File: src/tone_pkg.sv
package tone_pkg;

    // --------------------------------------------------
    // widths
    // --------------------------------------------------
    localparam int SAMPLE_W   = 16;            // signed audio sample
    localparam int APB_ADDR_W = 5;
    localparam int APB_DATA_W = 32;
    localparam int DROP_W     = 16;            // dropped-sample counter
    localparam int SHAPE_W    = SAMPLE_W + 2;  // headroom for shaper math

    localparam int SAMPLE_HI = 32767;          // saturation limits of the oscillator
    localparam int SAMPLE_LO = -32768;

    localparam logic [15:0] AMP_MAX  = 16'd30000;  // keeps the shaper clear of overflow
    localparam logic [15:0] RATE_MIN = 16'd4;      // shortest sample period in clocks

    // --------------------------------------------------
    // register map, byte offsets
    // --------------------------------------------------
    localparam logic [APB_ADDR_W-1:0] REG_CTRL = 5'h00;  // [0] enable, [2:1] wave
    localparam logic [APB_ADDR_W-1:0] REG_STEP = 5'h04;
    localparam logic [APB_ADDR_W-1:0] REG_AMP  = 5'h08;
    localparam logic [APB_ADDR_W-1:0] REG_RATE = 5'h0C;
    localparam logic [APB_ADDR_W-1:0] REG_DROP = 5'h10;  // read count, write clears

    typedef enum logic [1:0] {
        WAVE_OFF      = 2'd0,
        WAVE_SINE     = 2'd1,
        WAVE_TRIANGLE = 2'd2,
        WAVE_SQUARE   = 2'd3
    } wave_sel_e;

    // live configuration, fanned out to every stage
    typedef struct packed {
        logic        enable;
        wave_sel_e   wave;
        logic [15:0] step;      // vertical step per tick
        logic [15:0] amp;       // peak, never above AMP_MAX
        logic [15:0] rate_div;  // clocks per sample
    } tone_cfg_t;

    typedef struct packed {
        logic                       valid;
        logic signed [SAMPLE_W-1:0] value;
    } tri_point_t;

    typedef struct packed {
        logic                       valid;
        logic signed [SAMPLE_W-1:0] value;
    } tone_sample_t;

endpackage
File: src/tone_synth_top.sv
`timescale 1ns/1ps

module tone_synth_top (
    input  logic                                 clk,
    input  logic                                 reset,
    input  logic                                 psel,
    input  logic                                 penable,
    input  logic                                 pwrite,
    input  logic [tone_pkg::APB_ADDR_W-1:0]      paddr,
    input  logic [tone_pkg::APB_DATA_W-1:0]      pwdata,
    output logic [tone_pkg::APB_DATA_W-1:0]      prdata,
    output logic                                 pready,
    output logic                                 pslverr,
    output logic                                 sample_valid,
    input  logic                                 sample_ready,
    output logic signed [tone_pkg::SAMPLE_W-1:0] sample_data
);
    import tone_pkg::*;

    tone_cfg_t          cfg;         // live settings to all stages
    logic               drop_clear;
    logic [DROP_W-1:0]  drop_count;
    tri_point_t         tri_pt;
    tone_sample_t       shaped;

    // --------------------------------------------------
    // register block beside the pipeline
    // --------------------------------------------------
    tone_apb_regs u_regs (
        .clk, .reset,
        .psel, .penable, .pwrite, .paddr, .pwdata,
        .prdata, .pready, .pslverr,
        .cfg, .drop_clear, .drop_count
    );

    // --------------------------------------------------
    // triangle -> shaper -> output buffer
    // --------------------------------------------------
    tone_triangle_stage u_tri (
        .clk, .reset, .cfg, .tri_pt
    );

    tone_shape_stage u_shape (
        .clk, .reset, .cfg, .tri_pt, .shaped
    );

    tone_output_stage u_out (
        .clk, .reset, .shaped,
        .sample_valid, .sample_data, .sample_ready,
        .drop_clear, .drop_count
    );

endmodule

File: src/tone_output_stage.sv
`timescale 1ns/1ps

module tone_output_stage (
    input  logic                                 clk,
    input  logic                                 reset,
    input  tone_pkg::tone_sample_t               shaped,
    output logic                                 sample_valid,
    output logic signed [tone_pkg::SAMPLE_W-1:0] sample_data,
    input  logic                                 sample_ready,
    input  logic                                 drop_clear,
    output logic [tone_pkg::DROP_W-1:0]          drop_count
);
    import tone_pkg::*;

    logic                       buf_valid;
    logic signed [SAMPLE_W-1:0] buf_data;
    logic                       pop;    // sink takes the held sample
    logic                       load;
    logic                       drop;   // buffer full, nowhere to put it

    assign pop  = buf_valid & sample_ready;
    assign load = shaped.valid & (~buf_valid | pop);
    assign drop = shaped.valid & buf_valid & ~sample_ready;

    // --------------------------------------------------
    // one-entry holding register
    // --------------------------------------------------
    always_ff @(posedge clk or posedge reset) begin
        if (reset)
            buf_valid <= 1'b0;
        else if (load)
            buf_valid <= 1'b1;
        else if (pop)
            buf_valid <= 1'b0;
    end

    always_ff @(posedge clk) begin
        if (load)
            buf_data <= shaped.value;   // held steady while stalled
    end

    assign sample_valid = buf_valid;
    assign sample_data  = buf_data;

    // saturating drop counter, clear wins
    always_ff @(posedge clk or posedge reset) begin
        if (reset)
            drop_count <= '0;
        else if (drop_clear)
            drop_count <= '0;
        else if (drop && (drop_count != '1))
            drop_count <= drop_count + 1'b1;
    end

endmodule

File: src/tone_shape_stage.sv
`timescale 1ns/1ps

module tone_shape_stage (
    input  logic                   clk,
    input  logic                   reset,
    input  tone_pkg::tone_cfg_t    cfg,
    input  tone_pkg::tri_point_t   tri_pt,
    output tone_pkg::tone_sample_t shaped
);
    import tone_pkg::*;

    // slope helpers, shift-and-add only
    function automatic logic [SHAPE_W-1:0] slope_148(input logic [SHAPE_W-1:0] x);
        return x + (x >> 1) - (x >> 6);
    endfunction

    function automatic logic [SHAPE_W-1:0] slope_063(input logic [SHAPE_W-1:0] x);
        return (x >> 1) + (x >> 3);
    endfunction

    function automatic logic [SHAPE_W-1:0] slope_016(input logic [SHAPE_W-1:0] x);
        return (x >> 3) + (x >> 5);
    endfunction

    logic signed [SAMPLE_W:0]   t_w;        // triangle, one bit of headroom
    logic signed [SAMPLE_W:0]   amp_s;
    logic signed [SAMPLE_W:0]   sq_thr;
    logic [SHAPE_W-1:0]         mag;
    logic [SHAPE_W-1:0]         amp_x;
    logic [SHAPE_W-1:0]         a;
    logic [SHAPE_W-1:0]         b1, b2, b3;
    logic [SHAPE_W-1:0]         y1, y2, y3;
    logic [SHAPE_W-1:0]         sine_raw;
    logic [SHAPE_W-1:0]         sine_mag;
    logic signed [SAMPLE_W-1:0] sine_s;
    logic signed [SAMPLE_W-1:0] sine_val;
    logic signed [SAMPLE_W-1:0] square_val;
    logic signed [SAMPLE_W-1:0] sel_val;
    logic                       out_valid;
    logic signed [SAMPLE_W-1:0] out_value;

    assign t_w   = {tri_pt.value[SAMPLE_W-1], tri_pt.value};
    assign amp_s = {1'b0, cfg.amp};
    assign amp_x = {2'b00, cfg.amp};
    assign mag   = (t_w < 0) ? SHAPE_W'($unsigned(-t_w)) : SHAPE_W'($unsigned(t_w));
    assign a     = (mag > amp_x) ? amp_x : mag;   // overshoot past amp sits on the peak

    // --------------------------------------------------
    // sine, four segments on |t|
    // --------------------------------------------------
    assign b1 = (amp_x >> 2) + (amp_x >> 3) + (amp_x >> 4);  // 0.44 amp
    assign b2 = (amp_x >> 1) + (amp_x >> 3);                 // 0.63 amp
    assign b3 = b2 + (amp_x >> 2);                           // 0.88 amp

    // each segment starts where the last one ended, so the curve never steps down
    assign y1 = slope_148(b1);
    assign y2 = y1 + (b2 - b1);
    assign y3 = y2 + slope_063(b3 - b2);

    always_comb begin
        if (a < b1)      sine_raw = slope_148(a);           // 1.48
        else if (a < b2) sine_raw = y1 + (a - b1);          // 1.00
        else if (a < b3) sine_raw = y2 + slope_063(a - b2); // 0.63
        else             sine_raw = y3 + slope_016(a - b3); // 0.16, flat top near peak
    end

    assign sine_mag = (sine_raw > amp_x) ? amp_x : sine_raw;
    assign sine_s   = $signed(sine_mag[SAMPLE_W-1:0]);  // <= 30000, sign bit clear
    assign sine_val = (t_w < 0) ? -sine_s : sine_s;     // odd symmetry

    // --------------------------------------------------
    // square slicer, small dead band around 0
    // --------------------------------------------------
    assign sq_thr = amp_s >>> 6;

    always_comb begin
        if (t_w >= sq_thr)       square_val = amp_s[SAMPLE_W-1:0];
        else if (t_w <= -sq_thr) square_val = -amp_s[SAMPLE_W-1:0];
        else                     square_val = '0;
    end

    always_comb begin
        case (cfg.wave)
            WAVE_SINE:     sel_val = sine_val;
            WAVE_TRIANGLE: sel_val = tri_pt.value;
            WAVE_SQUARE:   sel_val = square_val;
            default:       sel_val = '0;            // WAVE_OFF
        endcase
    end

    // one cycle of latency
    always_ff @(posedge clk or posedge reset) begin
        if (reset)
            out_valid <= 1'b0;
        else
            out_valid <= tri_pt.valid;
    end

    always_ff @(posedge clk) begin
        if (tri_pt.valid)
            out_value <= sel_val;
    end

    assign shaped = '{valid: out_valid, value: out_value};

endmodule

File: src/tone_triangle_stage.sv
`timescale 1ns/1ps

module tone_triangle_stage (
    input  logic                 clk,
    input  logic                 reset,
    input  tone_pkg::tone_cfg_t  cfg,
    output tone_pkg::tri_point_t tri_pt
);
    import tone_pkg::*;

    logic [15:0]                div_cnt;
    logic [15:0]                div_last;   // terminal count, rate_div - 1
    logic                       tick;
    logic                       rising;     // direction of the ramp
    logic                       tri_valid;
    logic signed [SAMPLE_W-1:0] tri_value;
    logic signed [SAMPLE_W-1:0] tri_next;
    logic signed [SHAPE_W-1:0]  val_w;
    logic signed [SHAPE_W-1:0]  amp_w;
    logic signed [SHAPE_W-1:0]  step_w;
    logic signed [SHAPE_W-1:0]  sum_w;
    logic                       turn;

    // --------------------------------------------------
    // sample-rate divider
    // --------------------------------------------------
    assign div_last = (cfg.rate_div < RATE_MIN) ? (RATE_MIN - 16'd1) : (cfg.rate_div - 16'd1);
    assign tick     = cfg.enable & (div_cnt == div_last);

    always_ff @(posedge clk or posedge reset) begin
        if (reset)
            div_cnt <= '0;
        else if (!cfg.enable || tick)
            div_cnt <= '0;             // disable restarts the period
        else
            div_cnt <= div_cnt + 16'd1;
    end

    // --------------------------------------------------
    // up/down oscillator
    // --------------------------------------------------
    assign val_w  = {{2{tri_value[SAMPLE_W-1]}}, tri_value};
    assign amp_w  = {2'b00, cfg.amp};
    assign step_w = {2'b00, cfg.step};
    assign turn   = rising ? (val_w > amp_w) : (val_w < -amp_w);  // past the peak
    assign sum_w  = rising ? (val_w + step_w) : (val_w - step_w);

    // saturate so a large step cannot wrap the sign
    always_comb begin
        if (sum_w > SAMPLE_HI)      tri_next = SAMPLE_W'(SAMPLE_HI);
        else if (sum_w < SAMPLE_LO) tri_next = SAMPLE_W'(SAMPLE_LO);
        else                        tri_next = sum_w[SAMPLE_W-1:0];
    end

    always_ff @(posedge clk or posedge reset) begin
        if (reset) begin
            tri_value <= '0;
            rising    <= 1'b1;
            tri_valid <= 1'b0;
        end else begin
            tri_valid <= tick;           // one-cycle strobe per sample
            if (tick && turn)
                rising    <= ~rising;    // value held on the turn
            else if (tick)
                tri_value <= tri_next;
        end
    end

    assign tri_pt = '{valid: tri_valid, value: tri_value};

endmodule

File: src/tone_apb_regs.sv
`timescale 1ns/1ps

module tone_apb_regs (
    input  logic                            clk,
    input  logic                            reset,
    input  logic                            psel,
    input  logic                            penable,
    input  logic                            pwrite,
    input  logic [tone_pkg::APB_ADDR_W-1:0] paddr,
    input  logic [tone_pkg::APB_DATA_W-1:0] pwdata,
    output logic [tone_pkg::APB_DATA_W-1:0] prdata,
    output logic                            pready,
    output logic                            pslverr,
    output tone_pkg::tone_cfg_t             cfg,
    output logic                            drop_clear,
    input  logic [tone_pkg::DROP_W-1:0]     drop_count
);
    import tone_pkg::*;

    logic      access;   // access phase of a transfer
    logic      addr_hit; // one of the five offsets
    logic      wr_en;
    tone_cfg_t cfg_q;

    assign access = psel & penable;

    always_comb begin
        case (paddr)
            REG_CTRL, REG_STEP, REG_AMP, REG_RATE, REG_DROP: addr_hit = 1'b1;
            default:                                         addr_hit = 1'b0;
        endcase
    end

    assign wr_en      = access & pwrite & addr_hit;  // bad address never writes
    assign pready     = 1'b1;                        // zero wait states
    assign pslverr    = access & ~addr_hit;
    assign drop_clear = wr_en & (paddr == REG_DROP); // data ignored, any write clears

    // --------------------------------------------------
    // config registers
    // --------------------------------------------------
    always_ff @(posedge clk or posedge reset) begin
        if (reset) begin
            cfg_q <= '0;              // disabled, WAVE_OFF, everything zero
        end else if (wr_en) begin
            case (paddr)
                REG_CTRL: begin
                    cfg_q.enable <= pwdata[0];
                    cfg_q.wave   <= wave_sel_e'(pwdata[2:1]);
                end
                REG_STEP: cfg_q.step     <= pwdata[15:0];
                REG_AMP:  cfg_q.amp      <= (pwdata > APB_DATA_W'(AMP_MAX)) ? AMP_MAX
                                                                            : pwdata[15:0];
                REG_RATE: cfg_q.rate_div <= pwdata[15:0];  // floor of 4 applied downstream
                default:  cfg_q          <= cfg_q;         // REG_DROP has no storage here
            endcase
        end
    end

    assign cfg = cfg_q;

    // read mux, zero-extended fields
    always_comb begin
        prdata = '0;
        case (paddr)
            REG_CTRL: prdata[2:0]        = {cfg_q.wave, cfg_q.enable};
            REG_STEP: prdata[15:0]       = cfg_q.step;
            REG_AMP:  prdata[15:0]       = cfg_q.amp;
            REG_RATE: prdata[15:0]       = cfg_q.rate_div;
            REG_DROP: prdata[DROP_W-1:0] = drop_count;  // read-only view
            default:  prdata             = '0;
        endcase
    end

endmodule

File: config.mk
export PLATFORM = sky130hd
export DESIGN_NAME = tone_synth_top
export DESIGN_NICKNAME = d
export VERILOG_FILES = /design/src/tone_pkg.sv /design/src/tone_synth_top.sv /design/src/tone_output_stage.sv /design/src/tone_shape_stage.sv /design/src/tone_triangle_stage.sv /design/src/tone_apb_regs.sv
export SDC_FILE = /design/constraint.sdc
export NUM_CORES = 1
export LEC_CHECK = 0
export BUFFER_PORTS_ARGS = -buffer_cell sky130_fd_sc_hd__buf_2
export CORE_MARGIN = 8
export CORE_UTILIZATION = 45
export DETAILED_ROUTE_END_ITERATION = 8
export PLACE_DENSITY = 0.71
export REMOVE_ABC_BUFFERS = 1
export SYNTH_ARGS = -nofsm -noshare
export SYNTH_HDL_FRONTEND = slang
export SYNTH_HIERARCHICAL = 1
export SYNTH_SLANG_ARGS = --single-unit
File: constraint.sdc
create_clock -name clk -period 14.8 [get_ports clk]
set_input_delay 2.96 -clock clk [delete_from_list [all_inputs] [get_ports clk]]
set_output_delay 2.96 -clock clk [all_outputs]
set_load 0.03 [all_outputs]
; ---- Word-level counts from Yosys, hierarchy flattened
; Cells that the tools add are included.
[word_totals]
input_bits = 43
wordCells = 121
reg_bits = 135
[classes]
addsub = 31
magnitude_cmp = 14
eq_ne = 9
mux = 24
bitwise_logic = 16
reduce_logical = 13
[op_table]
columns = cell, n
row1 = 16-bit two-way mux, 11
row2 = 18-bit adder, 5
row3 = 18-bit two-way mux, 5
row4 = 18-bit subtractor, 5
row5 = 18-bit less-than comparator, 3
row6 = 13-bit case mux with 4 select lines, 1
row7 = 16-bit case mux with 3 select lines, 1
row8 = 17-bit by 15-bit adder with 18-bit output, 2
row9 = 18-bit by 17-bit adder with 18-bit output, 2
row10 = 18-bit by 16-bit > comparator with 1-bit output, 2
row11 = 18-bit by 12-bit subtractor with 18-bit output, 2
row12 = 15-bit by 13-bit adder with 16-bit output, 2
row13 = "16-bit by 1-bit adder with 16-bit output, second input constant", 2
row14 = "32-bit by 15-bit > comparator with 1-bit output, second input constant", 1
row15 = 16-bit negation, 2
row16 = 16-bit by 17-bit adder with 18-bit output, 1
row17 = 18-bit by 12-bit adder with 18-bit output, 1
row18 = 18-bit by 14-bit adder with 18-bit output, 1
row19 = "18-bit by 16-bit > comparator with 1-bit output, second input constant", 1
row20 = 16-bit by 18-bit less-than comparator with 1-bit output, 1
row21 = "18-bit by 16-bit less-than comparator with 1-bit output, second input constant", 1
row22 = 16-bit negation with 18-bit output, 1
row23 = 16-bit by 17-bit subtractor with 18-bit output, 1
row24 = 16-bit by 17-bit > comparator with 1-bit output, 1
row25 = other kinds (28), 52

; ---- Longest topological paths before layout
[depth]
depth_word = 15
mapped_depth = 63

; ---- Hierarchy
; Netlist, hierarchy kept.
[by_module_without_submodules]
columns = module, area_per_inst_um2, n_inst, cells_each, seq_area_each_um2
row1 = tone_shape_stage, 16597.2, 1, 2100, 505.5
row2 = tone_triangle_stage, 4521.8, 1, 559, 852.1
row3 = tone_apb_regs, 2688.8, 1, 222, 1276.2
row4 = tone_output_stage, 1487.7, 1, 124, 905.9

; ---- Worst setup path after synthesis
; Ideal clock, no wire load.
[synth_timing]
path_type = register to register
from = register u_regs.cfg_q, in the netlist u_regs/cfg[20]
to = register u_shape.out_value[14], data pin
path_slack_ps = 2308
n_path_buf = 3
path_stages_with_launch = 60
t_arrival_ps = 12232
setup_ps = 260
period_less_slack_ps = 12492
path_cell_list = dfrtp_1 -> fa_1 -> ha_1 -> inv_1 -> fa_1 -> nor2b_1 -> o31a_1 -> o221a_1 -> or2_1 -> xnor2_1 -> inv_1 -> fa_1 -> inv_1 -> ha_1 -> a21oi_1 -> o21bai_1 -> a21oi_1 -> o21bai_1 -> [... 24 more ...] -> ha_1 -> and4_1 -> nand3_1 -> nor4_1 -> a21oi_1 -> nand2_1 -> nand3b_1 -> o21a_4 -> buf_12 -> buf_6 -> buf_4 -> a21oi_1 -> ha_1 -> nor3b_1 -> mux2i_1 -> nor4_1 -> mux2i_1 -> nand2_1
[synth_between]
elab_chain_len = 15
elab_cells_between_ends = 37
cone_classes = add/sub: 23 / order compare: 5 / mux: 9
[synth_rtl]
columns = element, line_no
row1 = start: declaration, tone_apb_regs.sv:23  ; tone_cfg_t cfg_q;
row2 = start signal: assignment, tone_apb_regs.sv:55  ; default: cfg_q <= cfg_q;
row3 = 14-bit by 13-bit adder with 15-bit output, tone_shape_stage.sv:51  ; assign b1 = (amp_x >> 2) + (amp_x >> 3) + (amp_x >> 4);
row4 = 18-bit by 12-bit adder with 18-bit output, tone_shape_stage.sv:51
row5 = 18-bit by 17-bit adder with 18-bit output, tone_shape_stage.sv:14  ; return x + (x >> 1) - (x >> 6);
row6 = 18-bit by 12-bit subtractor with 18-bit output, tone_shape_stage.sv:14
row7 = 18-bit adder, tone_shape_stage.sv:57  ; assign y2 = y1 + (b2 - b1);
row8 = 18-bit adder, tone_shape_stage.sv:58  ; assign y3 = y2 + slope_063(b3 - b2);
row9 = 18-bit adder, tone_shape_stage.sv:64  ; else sine_raw = y3 + slope_016(a - b3);
row10 = 18-bit two-way mux, tone_shape_stage.sv:63  ; else if (a < b3) sine_raw = y2 + slope_063(a - b2);
row11 = 18-bit two-way mux, tone_shape_stage.sv:62  ; else if (a < b2) sine_raw = y1 + (a - b1);
row12 = 18-bit two-way mux, tone_shape_stage.sv:61  ; if (a < b1) sine_raw = slope_148(a);
row13 = 18-bit by 16-bit > comparator with 1-bit output, tone_shape_stage.sv:67  ; assign sine_mag = (sine_raw > amp_x) ? amp_x : sine_raw;
row14 = 16-bit two-way mux, tone_shape_stage.sv:67
row15 = 16-bit negation, tone_shape_stage.sv:69  ; assign sine_val = (t_w < 0) ? -sine_s : sine_s;
row16 = 16-bit two-way mux, tone_shape_stage.sv:69
row17 = 16-bit case mux with 3 select lines *, tone_shape_stage.sv:83  ; case (cfg.wave)
row18 = via u_shape.sel_val[14], tone_shape_stage.sv:38  ; logic signed [SAMPLE_W-1:0] sel_val;
row19 = end signal: assignment, tone_shape_stage.sv:101  ; out_value <= sel_val;
row20 = end: declaration, tone_shape_stage.sv:40  ; logic signed [SAMPLE_W-1:0] out_value;
; The timed path passes the listed nets; every way through them passes the cells marked *.
; A chain may end at the register's enable or synchronous reset.

; ---- Final worst setup path
; Ends and elaborated chain as after synthesis.

==> reports/qor.txt <==
CP max FO -> 31
Number of global-route vias before repair -> 21500
Setup ws final -> 1110 ps
Status -> finished clean
Fraction of layout cells with a size suffix above 1 -> 8.31%
Die H -> 253 um
Antenna Cells -> 0
Initial Util -> 45.2%
Clock sinks -> 135
Worst-path clk slew -> 60 ps
Max-slew violations -> 0
Crit-path max cell delay -> 700 ps
Port bufs -> 76
Reg area -> 3540 um2
Die Area -> 64100 um2
Final Setup Violations -> 0
H-tree levels -> 4
Synth Flop Type -> dfrtp_1
Worst setup path class -> reg2reg
Area Growth Syn to Fin -> 7.16%
Remaining DRCs -> 0
Max-Cap Viols -> 0
Period utilization -> 92.5%
Critical path data required time -> 15000 ps
Setup bufs post-CTS -> 0
ANT nets after route -> 0
Critical Path Start Type -> flop
Worst Path Arrival -> 13890 ps
Wire per inst -> 19.9 um
CTS tree -> built
Global-route wire length before repair -> 121000 um
Critical-path cell with the highest stage delay -> xnor2_1
Final GP Congestion -> 0.980
Clk_lat worst skew -> 450 ps
DR vias/cell -> 5.91
GRT Overall Usage -> 23.6%
IO Count -> 94
Fin nets -> 3604
Mapped Area -> 25300 um2
Final Skew -> 16.3 ps
HP Class -> reg2reg
Hold Vio Cnt, Final -> 0
CTS Buffer Depth -> 2
Fillers -> 5451
First DRT Iteration DRCs -> 2092
Area occupied by multi-input gates -> 20200 um2
EDFF count, synth -> 32
Pre-antenna DRT Iters -> 6
Sequential fraction of the synthesis area -> 14.0%
Setup slack, reg-to-reg -> 1110 ps
Core Box Area -> 56000 um2
Post-DP HPWL -> 62600 um
Dpl ws -> 1000 ps
Root Driver -> clkbuf_16
Highest Clock Rate -> 73.0 MHz
Fin crit period -> 13690 ps
Die width -> 253 um
Avg Inst Size Synth -> 8.42 um2
Routed WL -> 76700 um
Slew headroom -> 28.5%
Synth warn -> 6
Num rows -> 87
Ys async rst share -> 76.3%
Synth unique cells -> 117
Yosys reg bits -> 135
Cells after Synth -> 3005
Vias -> 22800
Antenna violations before repair -> 1
Total CTS buffers -> 17
Worst-Margin Slew -> 1070 ps
Setup crit end kind -> flop
Most Frequent Cell on Critical Path -> fa_1
Grt ovf -> 0
Largest net degree at the start of global routing -> 52
-- logic make-up after synthesis --
family                     after synthesis  share of synthesized area (%)
and+or+nand+nor                        804                           16.1
other                                    4                         0.0593
AOI/OAI and AO/OA                      805                           21.9
DFF                                    135                           14.0
xor gates and xnor gates               277                           9.70
muxes                                  107                           4.69
adders and majority gates              483                           27.1
buffers and inverters                  390                           6.55
-- critical path, delay by kind of cell, from the launching register on --
| kind | cells | cell delay, ps |
|---|---|---|
| compound gates | 16 | 3220 |
| buf+inv | 6 | 590 |
| mux | 4 | 900 |
| simple gates | 16 | 2460 |
| fa+ha+maj | 11 | 4630 |
| flops | 1 | 510 |
| xor+xnor | 3 | 1120 |
-- flip-flops by register name, summed over array words and instances (netlist names) --
register            count
u_regs/cfg             51
u_out/drop_count       16
u_out/sample_data      16
u_shape/out_value      16
u_tri/div_cnt          16
u_tri/tri_value        16
u_out/sample_valid      1
u_shape/out_valid       1
u_tri/rising            1
u_tri/tri_valid         1
-- stage by stage --
stage	utilization, %	TNS [ps]	hold WS (ps)	cells	area (um2)
global placement	47.4	0	403	3816	26500
detailed placement	47.4	0	405	3816	26500
floorplan	-	0	400	2946	24900
global route	48.4	-3.00	419	3849	27100
finish	48.4	0	415	3849	27100
CTS	48.4	0	418	3848	27100
-- repair_timing --
item | in CTS | in global routing
resized for setup | 0 | 4
endpoints found under the setup margin | 0 | 8
hold buffers | 0 | 0
-- synthesized netlist by cell type, types with 11 or more instances --
| cell type | n | area [um2] |
|---|---|---|
| or4_1 | 15 | 113 |
| and2_1 | 18 | 113 |
| mux2_4 | 13 | 195 |
| a31oi_1 | 27 | 169 |
| nor2_1 | 227 | 852 |
| nand2b_1 | 43 | 269 |
| o21ai_0 | 122 | 611 |
| nor2b_1 | 39 | 244 |
| ha_1 | 374 | 4680 |
| dfrtp_1 | 102 | 2550 |
| o21bai_1 | 29 | 218 |
| nand2_1 | 181 | 679 |
| edfxtp_1 | 32 | 961 |
| nor4_1 | 36 | 225 |
| a2bb2oi_1 | 11 | 96.3 |
| mux2i_1 | 55 | 551 |
| nand3_1 | 44 | 220 |
| o21a_1 | 55 | 413 |
| inv_1 | 311 | 1170 |
| or3_1 | 16 | 100 |
| nor3_1 | 63 | 315 |
| a21o_1 | 77 | 578 |
| xor2_1 | 92 | 806 |
| a21oi_1 | 207 | 1040 |
| o21ai_1 | 15 | 75.1 |
| o31ai_1 | 24 | 180 |
| a22oi_1 | 35 | 263 |
| buf_4 | 20 | 150 |
| nand4_1 | 32 | 200 |
| mux2_2 | 35 | 394 |
| xnor2_1 | 183 | 1600 |
| fa_1 | 107 | 2140 |
| a31o_2 | 12 | 105 |
| and3_1 | 32 | 200 |
| o211ai_1 | 12 | 90.1 |
| clkbuf_1 | 34 | 128 |
| a211oi_1 | 39 | 293 |
-- area by class of cell --
| type | instances | share of cell area, % |
|---|---|---|
| multi-input cells | 2500 | 74.6 |
| flip-flops and latches | 135 | 13.1 |
| inverters | 312 | 4.32 |
| well taps | 756 | 3.49 |
| repair buffers | 114 | 2.46 |
| clock buffers | 20 | 1.65 |
| clock inverters | 12 | 0.420 |
-- per-layer routing --
layer | part of all wire (%) | up-vias | global-route usage [%]
met3 | 8.1 | 154 | 3.96
met1 | 45 | 10700 | 33.1
met2 | 43 | 975 | 36.7
li1 | - | 11000 | -
met4 | 3.3 | 2 | 7.59
met5 | 0.017 | - | 0
-- final timing paths --
check | startpoint | to | depth (start not counted)
max reg2reg | u_regs/cfg[20] | u_shape/out_value[14] | 56
min in group asynchronous | reset | u_shape/out_valid | 2
min reg2reg | u_shape/out_value[13] | u_out/sample_data[13] | 0
min | u_shape/out_value[13] | u_out/sample_data[13] | 0
max | u_regs/cfg[20] | u_shape/out_value[14] | 56
max in group asynchronous | reset | u_regs/cfg[27] | 2
-- cells in the final DEF, fill, tap and decap left out, types with 36 or more instances in the layout --
master and count:
ha_1 374, inv_1 310, nor2_1 227, a21oi_1 206, xnor2_1 182, nand2_1 181
o21ai_0 122, fa_1 107, dfrtp_1 102, xor2_1 92, a21o_1 77, buf_2 76
nor3_1 63, o21a_1 55, mux2i_1 54, nand3_1 44, nand2b_1 43, a211oi_1 39
nor2b_1 39, buf_4 38, nor4_1 36
Power is not shown: default switching activity piles up to over one toggle a cycle in this logic, so the estimate is an artifact.
